**config.mk**
```make
export PLATFORM = sky130hd
export DESIGN_NAME = avl_req_capture_flat
export DESIGN_NICKNAME = d
export VERILOG_FILES = /design/src/source/mem_map_pkg.sv /design/src/source/stage_if.sv /design/src/source/avl_req_capture.sv /design/src/flat_wrapper.sv
export VERILOG_INCLUDE_DIRS = /design/src /design/src/source
export SDC_FILE = /design/constraint.sdc
export NUM_CORES = 1
export LEC_CHECK = 0
export BUFFER_PORTS_ARGS = -buffer_cell sky130_fd_sc_hd__buf_2
export CAP_MARGIN = 20
export CORE_AREA = 2 2 67 69
export CTS_CLUSTER_DIAMETER = 100
export CTS_CLUSTER_SIZE = 12
export DETAILED_ROUTE_END_ITERATION = 10
export DIE_AREA = 0 0 69 71
export GPL_TIMING_DRIVEN = 0
export PLACE_DENSITY = 0.79
export SLEW_MARGIN = 25
export SYNTH_ARGS = -nofsm -noshare
export SYNTH_HDL_FRONTEND = slang
export SYNTH_SLANG_ARGS = --single-unit
```
**constraint.sdc**
```tcl
create_clock -name clk -period 3 [get_ports clk]
set_input_delay 0.45 -clock clk [delete_from_list [all_inputs] [get_ports clk]]
set_output_delay 0.45 -clock clk [all_outputs]
set_load 0.02 [all_outputs]
```
**src/source/mem_map_cfg.svh**
```systemverilog
`ifndef MEM_MAP_CFG_SVH
`define MEM_MAP_CFG_SVH

// array geometry
`define MEM_DEPTH 1024
`define MEM_IDX_W 10

// mips reset vector in kseg1
`define RESET_VECTOR 32'hbfc00000

// largest forward branch reach in bytes
`define BRANCH_MAX_SPAN 32'h0001fffc
// largest backward branch reach, two's complement of the byte span
`define BRANCH_MIN_SPAN 32'hfffe0000

// base of the far jump window
`define JUMP_MAX_ADDR 32'hb3fffffc

// each far window covers this many words
`define WINDOW_WORDS 10

// word addresses up to here map straight onto the array
`define LOW_LIMIT_IDX 20

// index bases of the folded windows
`define BR_BACK_OFFSET 21
`define BR_FWD_OFFSET 31
`define JUMP_OFFSET 41
`define RESET_OFFSET 60

`endif
```
**src/source/mem_map_pkg.sv**
```systemverilog
`default_nettype none

`include "mem_map_cfg.svh"

package mem_map_pkg;

	// which address window a request fell into
	typedef enum logic [2:0] {
		WIN_LOW,
		WIN_BR_BACK,
		WIN_BR_FWD,
		WIN_JUMP,
		WIN_RESET
	} win_e;

	// raw avalon request as captured by stage 1
	typedef struct packed {
		logic        is_write;
		logic [31:0] addr;
		logic [31:0] wdata;
		logic [3:0]  byteenable;
	} mem_req_t;

	// translated request handed to the array
	typedef struct packed {
		logic                  is_write;
		// word index into the array
		logic [`MEM_IDX_W-1:0] idx;
		logic [31:0]           wdata;
		logic [3:0]            byteenable;
		// kept for waveform debug
		win_e                  win;
	} mem_op_t;

endpackage

`default_nettype wire

```
**src/source/stage_if.sv**
```systemverilog
`timescale 1ns/1ns
`default_nettype none

interface stage_if #(
	parameter type payload_t = logic [31:0]
) ();

	// one-cycle strobe per item, no back-pressure
	logic        valid;
	payload_t    payload;

	// read return, only used on the path back from the array
	logic        rd_done;
	logic [31:0] rd_data;

	// upstream side
	modport producer (
		output valid,
		output payload,
		input  rd_done,
		input  rd_data
	);

	// downstream side
	modport consumer (
		input  valid,
		input  payload,
		output rd_done,
		output rd_data
	);

endinterface

`default_nettype wire

```
**src/source/avl_req_capture.sv**
```systemverilog
`timescale 1ns/1ns
`default_nettype none

module avl_req_capture
	import mem_map_pkg::*;
(
	input  logic        clk,
	input  logic        arst_n,
	input  logic [31:0] address,
	input  logic        read,
	input  logic        write,
	input  logic [31:0] writedata,
	input  logic [3:0]  byteenable,
	output logic        waitrequest,
	output logic [31:0] readdata,
	stage_if.producer   down
);

	// set once a read has gone down the pipe, cleared by its return
	logic     rd_pending;
	// first cycle of a read the master has just raised
	logic     new_read;
	// push an item into stage 2 at this edge
	logic     issue;
	mem_req_t req_c;

	// write wins if the master ever raises both
	assign new_read = read & ~write & ~rd_pending;
	assign issue    = write | new_read;

	always_comb begin
		req_c.is_write   = write;
		req_c.addr       = address;
		req_c.wdata      = writedata;
		req_c.byteenable = byteenable;
	end

	// writes are posted so they never stall
	// a read stalls from its first cycle until the array answers
	assign waitrequest = (new_read | rd_pending) & ~down.rd_done;

	// data is only meaningful in the completing cycle
	assign readdata = down.rd_done ? down.rd_data : 32'h0;

	always_ff @(posedge clk or negedge arst_n) begin
		if (!arst_n) begin
			rd_pending <= 1'b0;
		end else if (down.rd_done) begin
			rd_pending <= 1'b0;
		end else if (new_read) begin
			rd_pending <= 1'b1;
		end
	end

	always_ff @(posedge clk or negedge arst_n) begin
		if (!arst_n) begin
			down.valid <= 1'b0;
		end else begin
			down.valid <= issue;
		end
	end

	// payload only loads with a new item
	always_ff @(posedge clk) begin
		if (issue) begin
			down.payload <= req_c;
		end
	end

endmodule

`default_nettype wire

```
**src/flat_wrapper.sv**
```systemverilog
// flat-port wrapper written by rule: the top's interface ports become plain ports
module avl_req_capture_flat import mem_map_pkg::*;
  (clk, arst_n, address, read, write, writedata, byteenable, waitrequest, readdata, down_valid, down_payload, down_rd_done, down_rd_data);
  stage_if down_i ();
  input  logic clk;
  input  logic arst_n;
  input  logic [31:0] address;
  input  logic read;
  input  logic write;
  input  logic [31:0] writedata;
  input  logic [3:0] byteenable;
  output logic waitrequest;
  output logic [31:0] readdata;
  output wire logic [$bits(down_i.valid)-1:0] down_valid;
  output wire logic [$bits(down_i.payload)-1:0] down_payload;
  input wire logic [$bits(down_i.rd_done)-1:0] down_rd_done;
  input wire logic [$bits(down_i.rd_data)-1:0] down_rd_data;
  assign down_valid = down_i.valid;
  assign down_payload = down_i.payload;
  assign down_i.rd_done = down_rd_done;
  assign down_i.rd_data = down_rd_data;
  avl_req_capture u_core (.clk(clk), .arst_n(arst_n), .address(address), .read(read), .write(write), .writedata(writedata), .byteenable(byteenable), .waitrequest(waitrequest), .readdata(readdata), .down(down_i));
endmodule
```
; ---- After elaboration in Yosys (flattened, before gate mapping)
; Cells that the tools add are included.
[classes]
muxes = 3
bitwise = 8
reduce_logical = 1
[ops]
columns = op, count
row1 = $mux W32, 1
row2 = $and A1 B1 Y1, 3
row3 = $not A1 Y1, 3
row4 = $mux W1, 2
row5 = $or A1 B1 Y1, 2
row6 = $reduce_bool A2 Y1, 1
[totals]
register_bits = 34
in_bits = 105
output_inout_bits = 66
word_cells = 15

; ---- Depth between registers and ports, before layout
[logic_depth]
ltp_word = 5
ltp_mapped = 2
mapped_depth_nobuf = 2

; ---- Least setup slack after synthesis
; No wires, ideal clock.
[synth_path]
path_type = in2reg
start = input read
end = register u_core.down.payload[0] (enable)
setup_time_ns = 0.389
t_arrival_ns = 1.167
t_required_ns = 2.611
setup_slack_ns = 1.444
path_stages = 1
path_buffers = 0
cell_sequence = a21o_1
[synth_via]
elab_chain_cells = 3
[synth_rtl]
columns = item, line_no
row1 = start: declaration, flat_wrapper.sv:8  ; input logic read;
row2 = $and A1 B1 Y1 (2 in series), avl_req_capture.sv:28  ; assign new_read = read & ~write & ~rd_pending;
row3 = $or A1 B1 Y1, avl_req_capture.sv:29  ; assign issue = write | new_read;
row4 = end signal: assignment, avl_req_capture.sv:66  ; down.payload <= req_c;
row5 = end: declaration, stage_if.sv:19  ; output payload,
; No other way between the ends.
; A chain may end at the register's enable or synchronous reset.

; ---- Worst setup path after layout
[layout_path]
start = input down_rd_done
end = output readdata[13]
[layout_via]
elab_chain_cells = 1
[layout_rtl]
columns = item, line_no
row1 = start: declaration, flat_wrapper.sv:16  ; input wire logic [$bits(down_i.rd_done)-1:0] down_rd_done;
row2 = $mux W32, avl_req_capture.sv:43  ; assign readdata = down.rd_done ? down.rd_data : 32'h0;
row3 = end: declaration, flat_wrapper.sv:13  ; output logic [31:0] readdata;
; No other way between the ends.

==> flow_metrics.py <==
metrics = {
    "sta": {
        "rsz0062_at_grt": "no",
        "max_freq_mhz": 653,
        "tns_ps": 0,
        "hold_slack_ps": 347,
        "finalMaxSlewViolations": 0,
        "setup_violations": 0,
        "min_period_ps": 1530,
        "hold_viol": 0,
        "fin_skew_ps": 5.87,
        "period_share_pct": 51.1,
        "worstMarginPinSlew_ps": 713,
        "slew_headroom_pct": 52.5,
    },
    "grt": {
        "grt_pass1_vias": 1122,
        "busiest_layer": "met2",
        "met2_usage_pct": 26.0,
        "met3_usage_pct": 5.41,
        "grt_pass1_wl_um": 4970,
        "grt_max_degree": 34,
        "grt_use_total_pct": 13.2,
        "antenna_found_initial": 0,
        "grt-ovfl-total": 0,
        "grt_use_met1_pct": 11.2,
    },
    "worst_setup_path": {
        "path_max_fanout": 10,
        "worstPathRequired_ps": 2550,
        "crit_path_start_kind": "primary input",
        "r2r_slack_ps": 1550,
        "crit_arrival_ps": 1080,
        "r2r_cells": 2,
        "reg2reg_to": "u_core.down.payload[25]",
        "critPathKind": "in2out",
        "crit_path_end_kind": "output pin",
        "r2r_start": "u_core.rd_pending",
    },
    "min_path": {
        "hold_depth": 1,
        "hold_path.class": "in2reg",
        "holdPathEnd": "u_core.down.payload[16]",
        "hp-start": "writedata[12]",
    },
    "floorplan": {
        "row_count": 24,
        "core_area_mm2": 0.00420,
        "dieHeight_um": 71,
        "die-area_mm2": 0.00490,
        "ios": 171,
        "start_util_pct": 29.8,
        "dieWidth_um": 69,
    },
    "power": {
        "power_density_mw_per_mm2": 548,
        "worst_ir_drop_vdd_mv": 0.193,
        "p_leak_uw": 0.00107,
    },
    "yosys": {
        "synthDistinctLibCells": 9,
        "synth_top_cell_area_share_pct": 76.6,
        "synthTopCellsByCount": "32 x and2_1, 32 x edfxtp_1, 2 x a21oi_1, 2 x clkbuf_2, 2 x dfrtp_1",
        "synthArstFlopShare_pct": 5.88,
        "syn_area_mm2": 0.00125,
        "ys_ff_latch": 34,
        "yosysSeqAreaShare_pct": 80.6,
        "synth_edf_count": 32,
        "synth_fp_nets": 179,
        "ys_top_cells_by_area": "edfxtp_1 77%, and2_1 16%, dfrtp_1 4.0%",
        "avgSynthCellArea_um2": 16.9,
        "yosysTopAreaCell": "edfxtp_1",
        "yosysWarnings": 0,
        "syn_inst": 74,
        "synth_ff_type": "edfxtp_1",
    },
    "detailed_routing": {
        "viasPerCell": 4.21,
        "drt_wl_total_um": 3280,
        "drt_iter0_markers": 66,
        "remaining_drc_errors": 0,
        "ant_nets": 0,
        "vias": 1128,
        "wl_per_cell_um": 12.2,
        "drt_pre_antenna_iters": 4,
    },
    "placed_design": {
        "placed_area_mm2": 0.00199,
        "place.gp.congestion": 0.837,
        "port_buffers": 134,
        "dp_hpwl_um": 2770,
    },
    "job": {
        "maxCapViolations": 0,
    },
    "clocking": {
        "cts_setup_buffers": 0,
        "clkTransAtPathRegs_ps": 70,
        "worstSkewPairLatency_ps": 270,
        "cts_tree": "yes",
        "cts-buffers-inserted": 5,
        "cts_sinks": 34,
        "htreeDepth": 2,
        "cts_resized": 0,
        "cts_root_buffer": "clkbuf_8",
        "clockBufferDepth": 2,
        "ctsHoldBuffers": 1,
    },
    "finish": {
        "drive_gt1_share_pct": 66.7,
        "fin_nets": 321,
        "area_growth_pct": 67.8,
        "fin_area_mm2": 0.00210,
        "num_antenna_cells": 0,
    },
    "outcome": {
        "outcome": "finished clean",
    },
}
-- critical path, cell delays in order --
cell	delay (ps)
buf_2	130
clkbuf_2	180
and2_1	150
buf_2	160
-- worst max path at each step --
stage / from / endpoint / slack [ps]
6_report: down_rd_done / readdata[13] / 1470
5_1_grt: down_rd_done / readdata[25] / 1400
4_1_cts: down_rd_done / readdata[13] / 1460
3_5_place_dp: read / u_core.down.payload[9] / 1450
3_3_place_gp: read / u_core.down.payload[23] / 1100
2_1_floorplan: read / u_core.down.payload[0] / 1440
-- placed cells by master, fill, tap and decap left out --
| master | instances |
|---|---|
| a21o_2 | 1 |
| a21oi_1 | 2 |
| and2_1 | 32 |
| buf_2 | 135 |
| bufinv_16 | 1 |
| clkbuf_2 | 2 |
| clkbuf_8 | 5 |
| clkinv_1 | 1 |
| dfrtp_1 | 2 |
| dlygate4sd3_1 | 1 |
| edfxtp_1 | 32 |
| inv_1 | 1 |
| nand2b_1 | 1 |
-- flip-flops by register name, summed over array words and instances, names as in the netlist --
register,count
u_core.down.payload,32
u_core.down.valid,1
u_core.rd_pending,1
-- cell type report --
cell class	count	area (um2)
Buffer	3	15.0
Clock inverter	2	33.8
Clock buffer	5	68.8
Sequential cell	34	1010
Fill cell	381	2100
Timing Repair Buffer	135	681
Inverter	1	3.75
Tap cell	52	65.1
Multi-Input combinational cell	36	225
-- report_power, final --
| part | switching (uW) | internal [uW] |
|---|---|---|
| clock | 143 | 240 |
| sequential | 7.29 | 559 |
| combinational | 123 | 81.2 |
-- metal layers --
metal  vias to the layer above  wire length [um]
met5                         -                 0
met4                         0                93
met3                        10               332
met2                        79              1880
met1                       503               977
li1                        536                 -
-- cell families (layout without fill, tap and decap cells) --
logic type	Yosys count	count (layout)	synth area share, %
flops	34	34	80.6
simple gates	33	33	16.5
compound gates	3	3	1.40
buf+inv	4	146	1.50
-- through the flow --
stage / worst slack, ps / util [%] / power, uW / cells
final: 1470 / 50.0 / 1150 / 268
after global routing: 1400 / 50.0 / 1200 / 268
after global placement: 1100 / 47.3 / 778 / 260
after floorplan: 1440 / - / 682 / 74
after detailed placement: 1450 / 47.4 / 782 / 260
after CTS: 1460 / 50.0 / 1170 / 268
No activity file was read; power rests on OpenSTA's default activity.
