<file path="config.mk">
export PLATFORM = sky130hd
export DESIGN_NAME = window_translate_flat
export DESIGN_NICKNAME = d
export VERILOG_FILES = /design/src/source/mem_map_pkg.sv /design/src/source/stage_if.sv /design/src/source/window_translate.sv /design/src/flat_wrapper.sv
export VERILOG_INCLUDE_DIRS = /design/src /design/src/source
export SDC_FILE = /design/constraint.sdc
export NUM_CORES = 1
export LEC_CHECK = 0
export ABC_AREA = 0
export BUFFER_PORTS_ARGS = -buffer_cell sky130_fd_sc_hd__clkbuf_2
export CORE_UTILIZATION = 35
export DETAILED_ROUTE_END_ITERATION = 8
export HOLD_SLACK_MARGIN = 0.12
export PLACE_DENSITY = 0.82
export SLEW_MARGIN = 40
export SYNTH_ARGS = -nofsm -noshare
export SYNTH_HDL_FRONTEND = slang
export SYNTH_SLANG_ARGS = --single-unit
</file>
<file path="constraint.sdc">
create_clock -name clk -period 0.8 [get_ports clk]
set_input_delay 0.08 -clock clk [delete_from_list [all_inputs] [get_ports clk]]
set_output_delay 0.08 -clock clk [all_outputs]
set_load 0.05 [all_outputs]
</file>
<file path="src/source/mem_map_cfg.svh">
`ifndef MEM_MAP_CFG_SVH
`define MEM_MAP_CFG_SVH

// array geometry
`define MEM_DEPTH 1024
`define MEM_IDX_W 10

// mips reset vector in kseg1
`define RESET_VECTOR 32'hbfc00000

// largest forward branch reach in bytes
`define BRANCH_MAX_SPAN 32'h0001fffc
// largest backward branch reach, two's complement of the byte span
`define BRANCH_MIN_SPAN 32'hfffe0000

// base of the far jump window
`define JUMP_MAX_ADDR 32'hb3fffffc

// each far window covers this many words
`define WINDOW_WORDS 10

// word addresses up to here map straight onto the array
`define LOW_LIMIT_IDX 20

// index bases of the folded windows
`define BR_BACK_OFFSET 21
`define BR_FWD_OFFSET 31
`define JUMP_OFFSET 41
`define RESET_OFFSET 60

`endif
</file>
<file path="src/source/mem_map_pkg.sv">
`default_nettype none

`include "mem_map_cfg.svh"

package mem_map_pkg;

	// which address window a request fell into
	typedef enum logic [2:0] {
		WIN_LOW,
		WIN_BR_BACK,
		WIN_BR_FWD,
		WIN_JUMP,
		WIN_RESET
	} win_e;

	// raw avalon request as captured by stage 1
	typedef struct packed {
		logic        is_write;
		logic [31:0] addr;
		logic [31:0] wdata;
		logic [3:0]  byteenable;
	} mem_req_t;

	// translated request handed to the array
	typedef struct packed {
		logic                  is_write;
		// word index into the array
		logic [`MEM_IDX_W-1:0] idx;
		logic [31:0]           wdata;
		logic [3:0]            byteenable;
		// kept for waveform debug
		win_e                  win;
	} mem_op_t;

endpackage

`default_nettype wire

</file>
<file path="src/source/stage_if.sv">
`timescale 1ns/1ns
`default_nettype none

interface stage_if #(
	parameter type payload_t = logic [31:0]
) ();

	// one-cycle strobe per item, no back-pressure
	logic        valid;
	payload_t    payload;

	// read return, only used on the path back from the array
	logic        rd_done;
	logic [31:0] rd_data;

	// upstream side
	modport producer (
		output valid,
		output payload,
		input  rd_done,
		input  rd_data
	);

	// downstream side
	modport consumer (
		input  valid,
		input  payload,
		output rd_done,
		output rd_data
	);

endinterface

`default_nettype wire

</file>
<file path="src/source/window_translate.sv">
`timescale 1ns/1ns
`default_nettype none

`include "mem_map_cfg.svh"

module window_translate
	import mem_map_pkg::*;
(
	input  logic      clk,
	input  logic      arst_n,
	stage_if.consumer up,
	stage_if.producer down
);

	// window bases, sums wrap at 32 bits like the cpu adder
	localparam logic [31:0] BR_BACK_BASE = `RESET_VECTOR + `BRANCH_MIN_SPAN;
	localparam logic [31:0] BR_FWD_BASE  = `RESET_VECTOR + `BRANCH_MAX_SPAN;
	localparam logic [31:0] JUMP_BASE    = `JUMP_MAX_ADDR;
	localparam logic [31:0] WIN_BYTES    = `WINDOW_WORDS * 4;
	localparam logic [31:0] LOW_LIMIT    = `LOW_LIMIT_IDX;

	localparam logic [`MEM_IDX_W-1:0] BR_BACK_IDX = `MEM_IDX_W'(`BR_BACK_OFFSET);
	localparam logic [`MEM_IDX_W-1:0] BR_FWD_IDX  = `MEM_IDX_W'(`BR_FWD_OFFSET);
	localparam logic [`MEM_IDX_W-1:0] JUMP_IDX    = `MEM_IDX_W'(`JUMP_OFFSET);
	localparam logic [`MEM_IDX_W-1:0] RESET_IDX   = `MEM_IDX_W'(`RESET_OFFSET);

	mem_req_t              req;
	mem_op_t               op_c;
	win_e                  win_c;
	logic [`MEM_IDX_W-1:0] idx_c;

	// byte distance from each window base
	logic [31:0] d_back;
	logic [31:0] d_fwd;
	logic [31:0] d_jump;
	logic [31:0] d_rst;

	assign req = up.payload;

	assign d_back = req.addr - BR_BACK_BASE;
	assign d_fwd  = req.addr - BR_FWD_BASE;
	assign d_jump = req.addr - JUMP_BASE;
	assign d_rst  = req.addr - `RESET_VECTOR;

	// windows checked in priority order, low bits of the address dropped
	// a distance below WIN_BYTES means base <= addr < base + WIN_BYTES
	always_comb begin
		win_c = WIN_RESET;
		// fallback wraps around the array
		idx_c = d_rst[`MEM_IDX_W+1:2] + RESET_IDX;
		if ((req.addr >> 2) <= LOW_LIMIT) begin
			win_c = WIN_LOW;
			idx_c = req.addr[`MEM_IDX_W+1:2];
		end else if (d_back < WIN_BYTES) begin
			win_c = WIN_BR_BACK;
			idx_c = d_back[`MEM_IDX_W+1:2] + BR_BACK_IDX;
		end else if (d_fwd < WIN_BYTES) begin
			win_c = WIN_BR_FWD;
			idx_c = d_fwd[`MEM_IDX_W+1:2] + BR_FWD_IDX;
		end else if (d_jump < WIN_BYTES) begin
			win_c = WIN_JUMP;
			idx_c = d_jump[`MEM_IDX_W+1:2] + JUMP_IDX;
		end
	end

	always_comb begin
		op_c.is_write   = req.is_write;
		op_c.idx        = idx_c;
		op_c.wdata      = req.wdata;
		op_c.byteenable = req.byteenable;
		op_c.win        = win_c;
	end

	always_ff @(posedge clk or negedge arst_n) begin
		if (!arst_n) begin
			down.valid <= 1'b0;
		end else begin
			down.valid <= up.valid;
		end
	end

	always_ff @(posedge clk) begin
		if (up.valid) begin
			down.payload <= op_c;
		end
	end

	// read return goes straight back to stage 1
	assign up.rd_done = down.rd_done;
	assign up.rd_data = down.rd_data;

endmodule

`default_nettype wire

</file>
<file path="src/flat_wrapper.sv">
// flat-port wrapper written by rule: the top's interface ports become plain ports
module window_translate_flat import mem_map_pkg::*;
  (clk, arst_n, up_valid, up_payload, up_rd_done, up_rd_data, down_valid, down_payload, down_rd_done, down_rd_data);
  stage_if up_i ();
  stage_if down_i ();
  input  logic clk;
  input  logic arst_n;
  input wire logic [$bits(up_i.valid)-1:0] up_valid;
  input wire logic [$bits(up_i.payload)-1:0] up_payload;
  output wire logic [$bits(up_i.rd_done)-1:0] up_rd_done;
  output wire logic [$bits(up_i.rd_data)-1:0] up_rd_data;
  output wire logic [$bits(down_i.valid)-1:0] down_valid;
  output wire logic [$bits(down_i.payload)-1:0] down_payload;
  input wire logic [$bits(down_i.rd_done)-1:0] down_rd_done;
  input wire logic [$bits(down_i.rd_data)-1:0] down_rd_data;
  assign up_i.valid = up_valid;
  assign up_i.payload = up_payload;
  assign up_rd_done = up_i.rd_done;
  assign up_rd_data = up_i.rd_data;
  assign down_valid = down_i.valid;
  assign down_payload = down_i.payload;
  assign down_i.rd_done = down_rd_done;
  assign down_i.rd_data = down_rd_data;
  window_translate u_core (.clk(clk), .arst_n(arst_n), .up(up_i), .down(down_i));
endmodule
</file>
Word-level counts from Yosys, hierarchy flattened

Index checks and enable logic that the tools add are counted.

Bits in registers: 30
Output and inout bits: 66

Longest topological paths before layout

Gate-level depths: netlist of the first run.

Word-level depth: 0
Depth in mapped cells: 1

Least setup slack after synthesis of the first run

OpenSTA, ideal clock, no wires.

Kind: register to output
Start: reg u_core.down.payload[10]
End: out down_payload[10]
Setup slack: 0.119 ns
Required time: 0.720 ns
Stages on the path, launching flop included: 1
Buffers on the path: 0
Arrival: 0.601 ns
Path through: edfxtp_1

RTL lines:

| element                  | line                   | source |
|---|---|---|
| start: declaration       | stage_if.sv:19         | `output payload,` |
| start signal: assignment | window_translate.sv:84 | `down.payload <= op_c;` |
| end: declaration         | flat_wrapper.sv:13     | `output wire logic [$bits(down_i.payload)-1:0] down_payload;` |

No word-level cell between the ends.

Worst setup path in the final report of the first run

Start: reg u_core.down.payload[27]
End: out down_payload[27]

No word-level cell between the ends.

==> qor.log, run 1 <==
[critical_path] cells along the critical path buf_8
[critical_path] cell at the slowest stage of the critical path sky130_fd_sc_hd__edfxtp_1
[status] violations in the final reports negative setup slack
[cts] CTS sink cnt 30
[cts] CTS root buffer sky130_fd_sc_hd__clkbuf_4
[sta] Max Fclk 996 MHz
[synthesis] synthesized area per cell 17.5 µm²
[cts] Clock transition at path regs 0.09 ns
[sta] final setup margin -0.204 ns
[global_route] via count of the first global-routing pass 911
[job] Max Cap Viol 0
[route] remaining design rule violation count 0
[critical_path] arrival time worst endpoint 0.92 ns
[placed_design] final HPWL from detailed placement 1580 µm
[critical_path] largest stage delay on the critical path 0.43 ns
[synthesis] top cell type by total area after synthesis sky130_fd_sc_hd__edfxtp_1
[sta] max-slew violation total from the final report 0
[synthesis] number of standard cells after synthesis 67
[status] outcome complete, but fails checks
[power_and_ir_drop] static leakage power 0.822 nW
[cts] CTS max path bufs 2
[global_route] antenna violations before repair 0
[route] remaining antenna violation count after routing 0
[critical_path] Crit path max-delay family flip-flops
[synthesis] library cells used by synthesis 4
[layout] utilization after layout 62.4%
[floorplanning] # IOs 134
[floorplanning] Rows 20
[sta] final hold violation count 0
[power_and_ir_drop] worst ir drop on vdd 1.23 mV
[floorplanning] starting density of the core 37.7%
[global_route] global routing usage summed across all routing layers 19.2%
[layout] count of non-filler cells in the finished layout 179
[route] average via count per standard cell 4.31
[cts] number of H-tree levels 2
[layout] fraction of final layout cells sized beyond drive strength 1 49.6%
[critical_path] number of buffer and inverter instances along the worst setup path 1
[layout] synthesis-to-layout area growth 65.5%
[sta] number of failing setup endpoints in the final timing report 30
[power_and_ir_drop] power per unit of standard cell area 1950 nW/µm²
[placed_design] # placed instances 139
[cts] number of CTS-inserted buffers 5
[sta] setup repair after global routing missed its margin yes
[route] wire length after detailed routing 3080 µm
[placed_design] IO buf count 61
[route] average routed wire per standard cell 17.2 µm
[synthesis] dominant cells by area after synthesis sky130_fd_sc_hd__edfxtp_1 74%, sky130_fd_sc_hd__buf_4 23%, sky130_fd_sc_hd__dfrtp_1 2.1%, sky130_fd_sc_hd__conb_1 0.32%
[sta] minimum clock period after layout 1.00 ns
[synthesis] sequential-to-total area share from yosys stat 76.6%
[layout] Filler Cells Inserted 242
[critical_path] largest fanout on the critical path 1
[floorplanning] horizontal die dimension 59.8 µm
[synthesis] number of synthesis warnings 0
[floorplanning] height of the chip 59.8 µm
[global_route] remaining global-route overflow 0
[placed_design] last weighted congestion value of the routability-driven placer 0.654
[route] drt first-iter violations 9
[critical_path] Critical Path Sink Type output port
[route] overall via count from detail_route 772
[global_route] pin count of the biggest net entering global routing 31
[critical_path] startpoint kind of the worst setup timing path flip-flop
[critical_path] required time of the worst setup path 0.72 ns
[sta] final period utilization 125%
[synthesis] share of the synthesized area in the top cell type 74.4%
[cts] TritonCTS clock tree yes
[layout] net total in the final layout 202
[synthesis] flop and latch count out of synthesis 30
[worst_hold_path] Hold Path Class input pin to output port
[sta] final hold slack 0.160 ns
[cts] count of buffers added by post-CTS timing repair for setup 0
[critical_path] category of the most critical setup path flip-flop to output port
[sta] setup TNS -5.27 ns
[floorplanning] core area 3100 µm²
[layout] antenna cells 0
[route] DRT Pass-1 Iters 4
[global_route] first-pass GRT wire length 4450 µm
[power_and_ir_drop] Overall Power 0.00378 W
[floorplanning] die area 3580 µm²
[synthesis] area of the mapped netlist 1170 µm²
## sequential cells by signal, indices dropped and copies added, names as in the netlist
register / cells
u_core.down.valid: 1
u_core.down.payload: 29
## timing repair
action                                  CTS  global route
hold buffers                             32             0
endpoints found under the setup margin   30            30
resized for setup                        60            13
hold endpoints to repair                 31             0
## layer usage
metal | share of wire, % | global-route usage [%]
met5 | 0 | 0
met1 | 26 | 13.6
met3 | 9.9 | 9.96
met2 | 61 | 37.9
met4 | 3.1 | 11.6
## logic make-up after synthesis
logic type   Yosys count  share of synthesized area, %
flops                 30                          76.6
buf+inv               36                          23.1
other cells            1                         0.321
## cells in the mapped netlist
cell                       instances
sky130_fd_sc_hd__buf_4            36
sky130_fd_sc_hd__dfrtp_1           1
sky130_fd_sc_hd__conb_1            1
sky130_fd_sc_hd__edfxtp_1         29
## cell type report
class | instances | area, µm² | share of cell area, %
Timing Repair Buffer | 94 | 925 | 47.8
Sequential cell | 30 | 896 | 46.3
Tap cell | 44 | 55.1 | 2.84
Clock buffer | 8 | 48.8 | 2.52
Multi-Input combinational cell | 3 | 11.3 | 0.582
## cells in the final DEF, fill, tap and decap left out
master                           n
sky130_fd_sc_hd__dfrtp_1         1
sky130_fd_sc_hd__conb_1          3
sky130_fd_sc_hd__dlygate4sd3_1  32
sky130_fd_sc_hd__clkbuf_2       31
sky130_fd_sc_hd__clkbuf_4        5
sky130_fd_sc_hd__buf_8          13
sky130_fd_sc_hd__clkbuf_8       17
sky130_fd_sc_hd__buf_12          1
sky130_fd_sc_hd__edfxtp_1       29
sky130_fd_sc_hd__clkbuf_1        3
## through the flow
step / area, µm² / worst slack [ns]
after global routing: 1940 / -0.244
after CTS: 1920 / -0.221
after floorplan: 1180 / 0.119
final: 1940 / -0.204
after detailed placement: 1290 / 0.0989
after global placement: 1290 / 0.118
## where the power goes
| part | leakage (nW) | switching, W | total [W] | internal, W |
|---|---|---|---|---|
| clock | 0.0265 | 0.000476 | 0.000826 | 0.000350 |
| combinational | 0.500 | 0.000587 | 0.00103 | 0.000440 |
| sequential | 0.295 | 0.0000661 | 0.00193 | 0.00186 |
## final timing paths
check / from / to / slack [ns] / depth (start not counted)
max: u_core.down.payload[27] / down_payload[27] / -0.20 / 1
min: down_rd_data[17] / up_rd_data[17] / 0.16 / 0
max in group asynchronous: arst_n / u_core.down.valid / 0.06 / 3
min in group asynchronous: arst_n / u_core.down.valid / 0.64 / 3
No activity file was read; power rests on OpenSTA's default activity.
==> run 2: changes to the inputs <==
==> constraint.sdc (replaced) <==
create_clock -name clk -period 0.8 [get_ports clk]
set_input_delay 0.08 -clock clk [delete_from_list [all_inputs] [get_ports clk]]
set_output_delay 0.08 -clock clk [all_outputs]
set_load 0.01 [all_outputs]
==> run 2 against run 1 <==
Against the previous run:
- the run still ends with negative setup slack left
- via count decreased by 2.3%
- clock power decreased by 2.5%
- wire length decreased by 15%
- largest cell class is now registers
- critical endpoint is now down_payload[9]
- worst setup slack improved by 0.072 ns
==> qor.log, run 2 (synthesis gave the netlist of run 1 again) <==
[cts] number of CTS-inserted buffers 5 [unchanged]
[layout] fraction of final layout cells sized beyond drive strength 1 49.6% [unchanged]
[critical_path] largest fanout on the critical path 1 [unchanged]
[job] Max Cap Viol 0 [unchanged]
[critical_path] category of the most critical setup path flip-flop to output port
[power_and_ir_drop] static leakage power 0.728 nW [-11%]
[cts] count of buffers added by post-CTS timing repair for setup 0 [unchanged]
[sta] final period utilization 116% [-9.0 points]
[route] remaining design rule violation count 0 [unchanged]
[layout] largest registers in the final layout u_core.down.payload: 29 flops, u_core.down.valid: 1 flops
[worst_hold_path] hold wc startpoint down_rd_data[17]
[sta] final setup margin -0.132 ns [+0.0719 ns]
[critical_path] cells along the critical path clkbuf_2
[route] remaining antenna violation count after routing 0 [unchanged]
[status] violations in the final reports negative setup slack
[floorplanning] starting density of the core 37.7% [unchanged]
[power_and_ir_drop] Overall Power 0.00312 W [-17%]
[layout] synthesis-to-layout area growth 41.6%
[critical_path] Crit path max-delay family flip-flops
[global_route] global routing usage summed across all routing layers 15.4% [-3.8 points]
[global_route] global-route track usage on met1 11.6% [-1.9 points]
[power_and_ir_drop] worst ir drop on vdd 1.35 mV [+9.2%]
[global_route] first-pass GRT wire length 3660 µm [-18%]
[sta] setup TNS -2.94 ns [+2.33 ns]
[critical_path] startpoint kind of the worst setup timing path flip-flop
[status] outcome complete, but fails checks
[route] average routed wire per standard cell 14.5 µm [-15%]
[layout] register with the highest flop count u_core.down.payload
[placed_design] final HPWL from detailed placement 1480 µm [-5.8%]
[critical_path] cell at the slowest stage of the critical path sky130_fd_sc_hd__edfxtp_1
[floorplanning] Rows 20 [unchanged]
[critical_path] required time of the worst setup path 0.72 ns [about the same]
[layout] most common cell after layout, fill and taps aside sky130_fd_sc_hd__clkbuf_2
[worst_hold_path] Hold Path Class input pin to output port
[critical_path] number of buffer and inverter instances along the worst setup path 1 [unchanged]
[layout] utilization after layout 53.4% [-9.0 points]
[critical_path] largest stage delay on the critical path 0.40 ns [-0.03 ns]
[floorplanning] # IOs 134 [unchanged]
[layout] highest-count cells in the layout ignoring fill and taps 59 x sky130_fd_sc_hd__clkbuf_2, 32 x sky130_fd_sc_hd__dlygate4sd3_1, 29 x sky130_fd_sc_hd__edfxtp_1, 5 x sky130_fd_sc_hd__clkbuf_4
[cts] number of H-tree levels 2 [unchanged]
[cts] CTS sink cnt 30 [unchanged]
[route] overall via count from detail_route 754 [-2.3%]
[layout] antenna cells 0 [unchanged]
[route] DRT Pass-1 Iters 4 [unchanged]
[global_route] layer carrying the most global-route usage met2
[floorplanning] core area 3100 µm² [unchanged]
[layout] number of flip-flops in the largest register 29 [unchanged]
[floorplanning] die area 3580 µm² [unchanged]
[sta] setup repair after global routing missed its margin yes
[global_route] antenna violations before repair 0 [unchanged]
[sta] minimum clock period after layout 0.932 ns [-0.0719 ns]
[sta] max-slew violation total from the final report 0 [unchanged]
[critical_path] Critical Path Sink Type output port
[worst_hold_path] cell depth of the worst hold path 0 [unchanged]
[sta] final hold violation count 0 [unchanged]
[global_route] remaining global-route overflow 0 [unchanged]
[route] average via count per standard cell 4.21 [-2.3%]
[global_route] via count of the first global-routing pass 811 [-11%]
[layout] Filler Cells Inserted 260 [+7.4%]
[placed_design] IO buf count 61 [unchanged]
[route] drt first-iter violations 15 [+6]
[power_and_ir_drop] power per unit of standard cell area 1890 nW/µm² [-3.4%]
[global_route] met3 demand-to-capacity share in global routing 10.2% [+0.22 points]
[cts] TritonCTS clock tree yes
[sta] final hold slack 0.160 ns [-0.0000180 ns]
[floorplanning] horizontal die dimension 59.8 µm [unchanged]
[layout] total area of sequential cells 896 µm² [unchanged]
[floorplanning] height of the chip 59.8 µm [unchanged]
[cts] Clock transition at path regs 0.08 ns [about the same]
[cts] CTS root buffer sky130_fd_sc_hd__clkbuf_4
[sta] Max Fclk 1070 MHz [+7.7%]
[critical_path] arrival time worst endpoint 0.85 ns [-0.07 ns]
[cts] CTS max path bufs 2 [unchanged]
[placed_design] last weighted congestion value of the routability-driven placer 0.665 [+1.7%]
[global_route] GR Layer Usage met2 26.5% [-11 points]
[sta] number of failing setup endpoints in the final timing report 30 [unchanged]
[global_route] pin count of the biggest net entering global routing 31 [unchanged]
[layout] Multi-input gate area 11.3 µm² [unchanged]
[route] wire length after detailed routing 2600 µm [-15%]
[layout] net total in the final layout 202 [unchanged]
[worst_hold_path] capture endpoint of the worst hold path up_rd_data[17]
## run 2: power by group
group,switching (W),internal [W],leakage (nW)
combinational,0.000188,0.000239,0.406
sequential,0.0000350,0.00186,0.295
clock,0.000455,0.000350,0.0265
## run 2: stage by stage
step,std cells,setup WS [ns],instance area [µm²]
floorplan,69,0.326,1180
global placement,139,0.120,1290
detailed placement,139,0.108,1290
CTS,179,-0.155,1660
global route,179,-0.187,1660
finish,179,-0.132,1660
## run 2: per-layer routing
| metal | vias up | share of wire [%] |
|---|---|---|
| li1 | 324 | - |
| met2 | 79 | 53 |
| met3 | 15 | 12 |
| met5 | - | 0 |
| met1 | 336 | 30 |
| met4 | 0 | 4.4 |
## run 2: cell type report
class | count | area share, %
flip-flops and latches | 30 | 54.1
repair buffers | 94 | 39.0
well taps | 44 | 3.32
clock buffers | 8 | 2.95
multi-input cells | 3 | 0.680
## run 2: worst max-delay path by stage
stage / start / slack (ns) / endpoint / depth (start not counted)
6_report: u_core.down.payload[9] / -0.13 / down_payload[9] / 1
4_1_cts: u_core.down.payload[27] / -0.15 / down_payload[27] / 1
3_5_place_dp: up_valid / 0.11 / u_core.down.payload[13] / 2
3_3_place_gp: up_valid / 0.12 / u_core.down.payload[20] / 2
5_1_grt: u_core.down.payload[9] / -0.19 / down_payload[9] / 1
2_1_floorplan: u_core.down.payload[10] / 0.33 / down_payload[10] / 0
## run 2: what timing repair did
action                                  in CTS  in global routing
endpoints found under the setup margin      30                 30
cloned                                       0                  0
hold endpoints to repair                    31                  0
gates resized for setup                      0                  2
hold buffers                                32                  0
